File: src/draw_pkg.sv
////////////////////////////////////////////////////////////////////////////
// triangle outline engine shared definitions
// coordinate and colour types, sequencer states, drawing constants
////////////////////////////////////////////////////////////////////////////

package draw_pkg;

    // screen coordinate, signed so edges may run in any direction
    typedef logic signed [15:0] coord_t;

    // palette colour index
    typedef logic [3:0] cidx_t;

    // largest legal coordinate on either axis
    localparam int CORD_MAX = 319;

    // clk_100m cycles per drawing step
    localparam int PACE_DIV = 4;

    // pacing counter width
    localparam int PACE_W = (PACE_DIV > 1) ? $clog2(PACE_DIV) : 1;

    // edge sequencer states
    typedef enum logic [1:0] {
        IDLE,       // waiting for a triangle
        LOAD,       // pick endpoints of first edge
        EDGE,       // kick the line drawer
        WAIT_EDGE   // line in progress
    } seq_state_t;

endpackage
File: src/triangle_draw_top.sv
////////////////////////////////////////////////////////////////////////////
// triangle outline engine top level
// sequencer, pacing timer and line drawer emitting pixel write strobes
////////////////////////////////////////////////////////////////////////////

`timescale 1ns/1ps

module triangle_draw_top import draw_pkg::*; (
    input  logic   clk_100m,
    input  logic   rst_n,
    input  logic   tri_start,
    input  coord_t x0,
    input  coord_t y0,
    input  coord_t x1,
    input  coord_t y1,
    input  coord_t x2,
    input  coord_t y2,
    input  cidx_t  cidx,
    output logic   busy,
    output logic   pix_we,
    output coord_t pix_x,
    output coord_t pix_y,
    output cidx_t  pix_cidx,
    output logic   tri_done
);

    logic   line_start;
    logic   line_done;
    logic   drawing_en;
    logic   step;               // pixel pacing tick
    coord_t lx0, ly0, lx1, ly1; // current edge endpoints

    edge_sequencer edge_sequencer_i (
        .clk_100m,
        .rst_n,
        .tri_start,
        .x0,
        .y0,
        .x1,
        .y1,
        .x2,
        .y2,
        .cidx,
        .line_done,
        .line_start,
        .lx0,
        .ly0,
        .lx1,
        .ly1,
        .pix_cidx,
        .drawing_en,
        .busy,
        .tri_done
    );

    pace_timer pace_timer_i (
        .clk_100m,
        .rst_n,
        .drawing_en,
        .step
    );

    line_drawer line_drawer_i (
        .clk_100m,
        .rst_n,
        .line_start,
        .lx0,
        .ly0,
        .lx1,
        .ly1,
        .step,
        .pix_we,
        .pix_x,
        .pix_y,
        .line_done
    );

endmodule

File: src/edge_sequencer.sv
////////////////////////////////////////////////////////////////////////////
// triangle edge sequencer
// latches a triangle and runs the line drawer over edges 0-1, 1-2, 2-0
////////////////////////////////////////////////////////////////////////////

`timescale 1ns/1ps

module edge_sequencer import draw_pkg::*; (
    input  logic   clk_100m,
    input  logic   rst_n,
    input  logic   tri_start,
    input  coord_t x0,
    input  coord_t y0,
    input  coord_t x1,
    input  coord_t y1,
    input  coord_t x2,
    input  coord_t y2,
    input  cidx_t  cidx,
    input  logic   line_done,
    output logic   line_start,
    output coord_t lx0,
    output coord_t ly0,
    output coord_t lx1,
    output coord_t ly1,
    output cidx_t  pix_cidx,
    output logic   drawing_en,
    output logic   busy,
    output logic   tri_done
);

    seq_state_t state;
    coord_t     vx0, vy0, vx1, vy1, vx2, vy2;   // latched vertices
    logic [1:0] edge_cnt;
    logic [1:0] edge_nxt;
    logic       last_edge;
    logic       accept;
    logic       load_edge;
    coord_t     sel_x0, sel_y0, sel_x1, sel_y1;

    assign accept     = (state == IDLE) && tri_start;   // ignored while busy
    assign last_edge  = (edge_cnt == 2'd2);
    assign edge_nxt   = (state == LOAD) ? 2'd0 : edge_cnt + 2'd1;
    assign load_edge  = (state == LOAD) ||
                        ((state == WAIT_EDGE) && line_done && !last_edge);
    assign line_start = (state == EDGE);
    assign drawing_en = busy;

    // endpoint select for the edge about to start
    always_comb begin
        case (edge_nxt)
            2'd0: begin
                sel_x0 = vx0;
                sel_y0 = vy0;
                sel_x1 = vx1;
                sel_y1 = vy1;
            end
            2'd1: begin
                sel_x0 = vx1;
                sel_y0 = vy1;
                sel_x1 = vx2;
                sel_y1 = vy2;
            end
            default: begin      // closing edge
                sel_x0 = vx2;
                sel_y0 = vy2;
                sel_x1 = vx0;
                sel_y1 = vy0;
            end
        endcase
    end

    always_ff @(posedge clk_100m) begin
        if (!rst_n) begin
            state    <= IDLE;
            edge_cnt <= 2'd0;
            busy     <= 1'b0;
            tri_done <= 1'b0;
        end else begin
            tri_done <= 1'b0;
            case (state)
                IDLE: begin
                    if (tri_start) begin
                        busy  <= 1'b1;
                        state <= LOAD;
                    end
                end
                LOAD: begin
                    edge_cnt <= edge_nxt;
                    state    <= EDGE;
                end
                EDGE: state <= WAIT_EDGE;
                WAIT_EDGE: begin
                    if (line_done) begin
                        if (last_edge) begin
                            tri_done <= 1'b1;   // busy drops in the same cycle
                            busy     <= 1'b0;
                            state    <= IDLE;
                        end else begin
                            edge_cnt <= edge_nxt;
                            state    <= EDGE;
                        end
                    end
                end
                default: state <= IDLE;
            endcase
        end
    end

    // triangle and endpoint registers
    always_ff @(posedge clk_100m) begin
        if (accept) begin
            vx0      <= x0;
            vy0      <= y0;
            vx1      <= x1;
            vy1      <= y1;
            vx2      <= x2;
            vy2      <= y2;
            pix_cidx <= cidx;   // held for the whole triangle
        end
        if (load_edge) begin
            lx0 <= sel_x0;
            ly0 <= sel_y0;
            lx1 <= sel_x1;
            ly1 <= sel_y1;
        end
    end

endmodule

File: src/line_drawer.sv
////////////////////////////////////////////////////////////////////////////
// error-term line rasteriser for all octants
// walks from (lx0,ly0) to (lx1,ly1), one pixel per step tick
////////////////////////////////////////////////////////////////////////////

`timescale 1ns/1ps

module line_drawer import draw_pkg::*; (
    input  logic   clk_100m,
    input  logic   rst_n,
    input  logic   line_start,
    input  coord_t lx0,
    input  coord_t ly0,
    input  coord_t lx1,
    input  coord_t ly1,
    input  logic   step,
    output logic   pix_we,
    output coord_t pix_x,
    output coord_t pix_y,
    output logic   line_done
);

    // deltas need one bit more than a coordinate, the doubled error two more
    logic signed [16:0] dx_raw, dy_raw;
    logic signed [16:0] dx_abs, dy_abs;
    logic signed [16:0] dx, dy;         // absolute deltas of the active line
    logic signed [18:0] err;            // running error term
    logic signed [18:0] e2;             // doubled error
    logic signed [18:0] err_nxt;

    coord_t x, y;                       // current point
    coord_t x_end, y_end;
    logic   x_inc, y_inc;               // step direction, 1 means increment
    logic   move_x, move_y;
    logic   at_end;
    logic   active;
    logic   last_px;                    // end point went out this cycle

    assign dx_raw = 17'(lx1) - 17'(lx0);
    assign dy_raw = 17'(ly1) - 17'(ly0);
    assign dx_abs = dx_raw[16] ? -dx_raw : dx_raw;
    assign dy_abs = dy_raw[16] ? -dy_raw : dy_raw;

    assign e2     = err <<< 1;
    assign move_x = (e2 > -19'(dy));
    assign move_y = (e2 < 19'(dx));
    assign at_end = (x == x_end) && (y == y_end);

    always_comb begin
        err_nxt = err;
        if (move_x) begin
            err_nxt = err_nxt - 19'(dy);
        end
        if (move_y) begin
            err_nxt = err_nxt + 19'(dx);
        end
    end

    // control
    always_ff @(posedge clk_100m) begin
        if (!rst_n) begin
            active    <= 1'b0;
            pix_we    <= 1'b0;
            last_px   <= 1'b0;
            line_done <= 1'b0;
        end else begin
            pix_we    <= 1'b0;
            last_px   <= 1'b0;
            line_done <= last_px;       // one cycle after the last pixel
            if (line_start) begin
                active <= 1'b1;
            end else if (active && step) begin
                pix_we <= 1'b1;
                if (at_end) begin
                    active  <= 1'b0;
                    last_px <= 1'b1;
                end
            end
        end
    end

    // datapath
    always_ff @(posedge clk_100m) begin
        if (line_start) begin
            x     <= lx0;
            y     <= ly0;
            x_end <= lx1;
            y_end <= ly1;
            dx    <= dx_abs;
            dy    <= dy_abs;
            x_inc <= !dx_raw[16];
            y_inc <= !dy_raw[16];
            err   <= 19'(dx_abs) - 19'(dy_abs);    // dx minus dy
        end else if (active && step) begin
            pix_x <= x;
            pix_y <= y;
            if (!at_end) begin
                err <= err_nxt;
                if (move_x) begin
                    x <= x_inc ? x + 16'sd1 : x - 16'sd1;
                end
                if (move_y) begin
                    y <= y_inc ? y + 16'sd1 : y - 16'sd1;
                end
            end
        end
    end

endmodule

File: src/pace_timer.sv
////////////////////////////////////////////////////////////////////////////
// pacing timer
// emits one step tick every PACE_DIV cycles while drawing is enabled
////////////////////////////////////////////////////////////////////////////

`timescale 1ns/1ps

module pace_timer import draw_pkg::*; (
    input  logic clk_100m,
    input  logic rst_n,
    input  logic drawing_en,
    output logic step
);

    logic [PACE_W-1:0] cnt;     // position within the pacing period
    logic              wrap;

    assign wrap = (cnt == PACE_W'(PACE_DIV - 1));

    always_ff @(posedge clk_100m) begin
        if (!rst_n) begin
            cnt  <= '0;
            step <= 1'b0;
        end else if (!drawing_en) begin
            cnt  <= '0;         // restart for the next triangle
            step <= 1'b0;
        end else if (wrap) begin
            cnt  <= '0;
            step <= 1'b1;       // one tick per period
        end else begin
            cnt  <= cnt + 1'b1;
            step <= 1'b0;
        end
    end

endmodule

File: config.mk
export PLATFORM = sky130hd
export DESIGN_NAME = triangle_draw_top
export DESIGN_NICKNAME = d
export VERILOG_FILES = /design/src/draw_pkg.sv /design/src/triangle_draw_top.sv /design/src/edge_sequencer.sv /design/src/line_drawer.sv /design/src/pace_timer.sv
export SDC_FILE = /design/constraint.sdc
export NUM_CORES = 1
export LEC_CHECK = 0
export ABC_AREA = 0
export BUFFER_PORTS_ARGS = -buffer_cell sky130_fd_sc_hd__buf_2
export CAP_MARGIN = 10
export CORE_AREA = 3 3 185 187
export DETAILED_ROUTE_END_ITERATION = 8
export DIE_AREA = 0 0 188 190
export PLACE_DENSITY = 0.86
export SLEW_MARGIN = 20
export SYNTH_ARGS = -nofsm -noshare
export SYNTH_HDL_FRONTEND = slang
export SYNTH_HIERARCHICAL = 1
export SYNTH_SLANG_ARGS = --single-unit
File: constraint.sdc
create_clock -name clk_100m -period 16.32 [get_ports clk_100m]
set_input_delay 2.448 -clock clk_100m [delete_from_list [all_inputs] [get_ports clk_100m]]
set_output_delay 2.448 -clock clk_100m [all_outputs]
set_load 0.005 [all_outputs]
==> results_dict.tcl <==
set metrics [dict create \
    outcome "completed" \
    worstPathRequired_ns 16.56 \
    busiest_layer "met2" \
    seq_power_share_pct 36.2 \
    setup_viol 0 \
    p_switching_mw 1.05 \
    netlist.area_leader.share_pct 48.0 \
    cts_hold_buf 0 \
    drtIter0Drc 1513 \
    synth_xor_area_share_pct 7.41 \
    antenna_left 0 \
    htree_levels 2 \
    wl_um 47600 \
    netSwitchingFraction_pct 34.8 \
    critPathKind "reg2reg" \
    min_period_over_period_pct 40.3 \
    clock_skew_ns 0.0219 \
    clock_sinks 327 \
    pwr-share-comb_pct 37.6 \
    grt_use_total_pct 26.0 \
    power_leakage_nw 8.59 \
    hpwl_um 34700 \
    syn_inst 1739 \
    async_flop_share_pct 0 \
    hold_class "reg2reg" \
    rsz0062_at_grt "false" \
    insertion_delay_ns 0.54 \
    routedWlPerCell_um 20.3 \
    clock.fmax_mhz 152 \
    die_area_mm2 0.0357 \
    placed_cell_area_mm2 0.0207 \
    drc 0 \
    grt-ovfl-total 0 \
    cts_setup_buffers 0 \
    rows 66 \
    end_kind "register" \
    fp.dieW_um 188 \
    vias 14600 \
    antenna_cells 0 \
    clkPwrFrac_pct 26.1 \
    use_met3_pct 3.57 \
    synth_top_family_by_area "compound AO/OA/AOI/OAI gates" \
    met2_usage_pct 43.1 \
    initial_core_util_pct 60.2 \
    syn_to_final_growth_pct 11.5 \
    arrival_ns 6.82 \
    dp_worst_setup_slack_ns 9.95 \
    synth_nets 2001 \
    ctsRootBufferMaster "clkbuf_16" \
    synthFlopType "edfxtp_1" \
    ys_warn_count 6 \
    grt_max_degree 149 \
    syn_area_mm2 0.0196 \
    cts_resized 0 \
    setup_ws_ns 9.74 \
    tns_ns 0 \
    port-buffer-count 141 \
    tightestPinTransition_ns 0.989 \
    startpoint_type "register" \
    yosys.area.top_type "edfxtp_1" \
    synth_area_leaders "edfxtp_1 (48%), ha_1 (9.7%), xnor2_1 (4.1%)" \
    cts_max_path_buffers 3 \
    fin_crit_ns 6.58 \
    gr-usage-met1_pct 35.0 \
    cts_buffers 34 \
    drive_gt1_share_pct 12.9 \
    gp_congestion 0.972 \
    vias_per_cell 6.23 \
    grt_pass1_vias 14200 \
    synth_edf_count 314 \
    ys_seq_area_share_pct 49.3 \
    grt_antenna_before_repair 0 \
    p_int_mw 1.95 \
    synth_compound_area_share_pct 15.2 \
    synth_adder_area_share_pct 10.4 \
    critPathMaxFanout 15 \
    hold_violations 0 \
    drv_slew 0 \
    synth-seq-cells 327 \
    die_h_um 190 \
    synthSimpleGateAreaFrac_pct 13.0 \
    clkTransAtPathRegs_ns 0.06 \
    core_area_mm2 0.0326 \
    nets 2140 \
    cap_violations 0 \
    yosysUniqueCellTypes 73 \
    hold_ws_ns 0.449 \
    ir_drop_mv 0.108 \
    grt_first_pass_wirelength_um 74100 \
    cellPowerDensity_mw_per_mm2 137 \
    pin_count 142 \
    synth.avg_cell_area_um2 11.3 \
    synth.mux.area_fraction_pct 1.02 \
    slew_headroom_pct 34.1 \
    cts_tree "yes" \
    num-fill-cells 2313 \
    drt_pass1_iterations 5 \
    final_cell_area_mm2 0.0219 \
]
[sequential cells by signal, summed over array words and instances (netlist names), 2 cells and up]
| name | count |
|---|---|
| line_drawer_i/err | 18 |
| line_drawer_i/dx | 17 |
| line_drawer_i/dy | 17 |
| edge_sequencer_i/lx0 | 16 |
| edge_sequencer_i/lx1 | 16 |
| edge_sequencer_i/ly0 | 16 |
| edge_sequencer_i/ly1 | 16 |
| edge_sequencer_i/vx0 | 16 |
| edge_sequencer_i/vx1 | 16 |
| edge_sequencer_i/vx2 | 16 |
| edge_sequencer_i/vy0 | 16 |
| edge_sequencer_i/vy1 | 16 |
| edge_sequencer_i/vy2 | 16 |
| line_drawer_i/pix_x | 16 |
| line_drawer_i/pix_y | 16 |
| line_drawer_i/x | 16 |
| line_drawer_i/x_end | 16 |
| line_drawer_i/y | 16 |
| line_drawer_i/y_end | 16 |
| edge_sequencer_i/pix_cidx | 4 |
| edge_sequencer_i/edge_cnt | 2 |
| edge_sequencer_i/state | 2 |
| pace_timer_i/cnt | 2 |
[kinds of logic after synthesis]
kind of cell	Yosys count
simple gates	485
compound gates	420
flops	327
xor+xnor	166
buf+inv	163
fa+ha+maj	159
mux	19
[worst paths after layout]
| check | start | end | slack (ns) | cells past startpoint |
|---|---|---|---|---|
| setup / recovery | line_drawer_i/dy[2] | line_drawer_i/err[17] | 9.74 | 22 |
| hold / removal | line_drawer_i/last_px | line_drawer_i/line_done | 0.45 | 1 |
| setup reg to reg | line_drawer_i/dy[2] | line_drawer_i/err[17] | 9.74 | 22 |
| hold reg to reg | line_drawer_i/last_px | line_drawer_i/line_done | 0.45 | 1 |
[cell type report]
class | count | area, µm² | area share (%)
Timing Repair Buffer | 155 | 843 | 3.85
Inverter | 111 | 417 | 1.90
Multi-Input combinational cell | 1249 | 9280 | 42.4
Clock inverter | 18 | 223 | 1.02
Clock buffer | 42 | 901 | 4.11
Sequential cell | 327 | 9690 | 44.2
Tap cell | 442 | 553 | 2.53
[cell usage after synthesis (11+ instances only)]
master	n
o21a_1	15
clkbuf_1	26
dfxtp_1	13
a31oi_1	14
and3_1	13
inv_1	111
buf_2	15
o21bai_1	17
o211ai_1	16
a221o_1	65
a211oi_1	16
mux2i_1	11
nor4_1	17
nor3_1	41
nand4_1	13
a21oi_1	77
nand2b_1	17
nor2_1	79
o21ai_0	85
nor2b_1	19
nand3_1	42
a21o_1	37
xor2_1	74
ha_1	152
edfxtp_1	314
nand2_1	131
xnor2_1	92
nor3b_1	70
[placed cells by master, fill, tap and decap left out, types with 19 or more instances in the layout]
cell type / n
edfxtp_1: 314
ha_1: 151
buf_2: 141
nand2_1: 131
inv_1: 111
xnor2_1: 92
o21ai_0: 84
a21oi_1: 77
nor2_1: 77
xor2_1: 74
nor3b_1: 68
a221o_1: 65
nand3_1: 42
nor3_1: 41
a21o_1: 36
clkbuf_16: 34
nor2b_1: 19
[metal layers]
metal	wire [µm]	part of all wire [%]
met3	3770	7.9
met2	22200	47
met1	19800	42
met4	1800	3.8
met5	0	0
[power groups by stage]
stage / clock network [mW] / logic [mW] / registers [mW]
6_report: 0.784 / 1.13 / 1.09
5_1_grt: 0.826 / 1.24 / 1.09
4_1_cts: 0.794 / 1.10 / 1.08
3_5_place_dp: 0 / 1.09 / 1.10
3_3_place_gp: 0 / 1.05 / 1.10
2_1_floorplan: 0 / 0.852 / 1.08
[metrics by stage]
| stage | cells | power, mW | utilization (%) |
|---|---|---|---|
| 2_1_floorplan | 1739 | 1.93 | - |
| 3_3_place_gp | 2283 | 2.14 | 63.6 |
| 3_5_place_dp | 2283 | 2.19 | 63.6 |
| 4_1_cts | 2343 | 2.98 | 67.0 |
| 5_1_grt | 2344 | 3.16 | 67.1 |
| 6_report | 2344 | 3.00 | 67.1 |
[worst max-delay path, stage by stage, from the launching register on]
cell and delay [ns]:
edfxtp_1 0.42, inv_1 0.13, nand4_1 0.20, nor4_1 0.33
nand2_1 0.23, nor4_1 0.38, xnor2_1 0.11, ha_1 0.31
nand3_1 0.11, nor3_1 0.30, o31a_1 0.22, o21a_1 0.59
a21oi_1 0.21, ha_1 0.25, a21oi_1 0.23, o211ai_1 0.19
a2111oi_0 0.60, o211ai_1 0.28, a211o_1 0.35, a41oi_1 0.25
xnor2_1 0.11, a2111oi_0 0.40, a211oi_1 0.10
No activity file was read; power rests on OpenSTA's default activity.
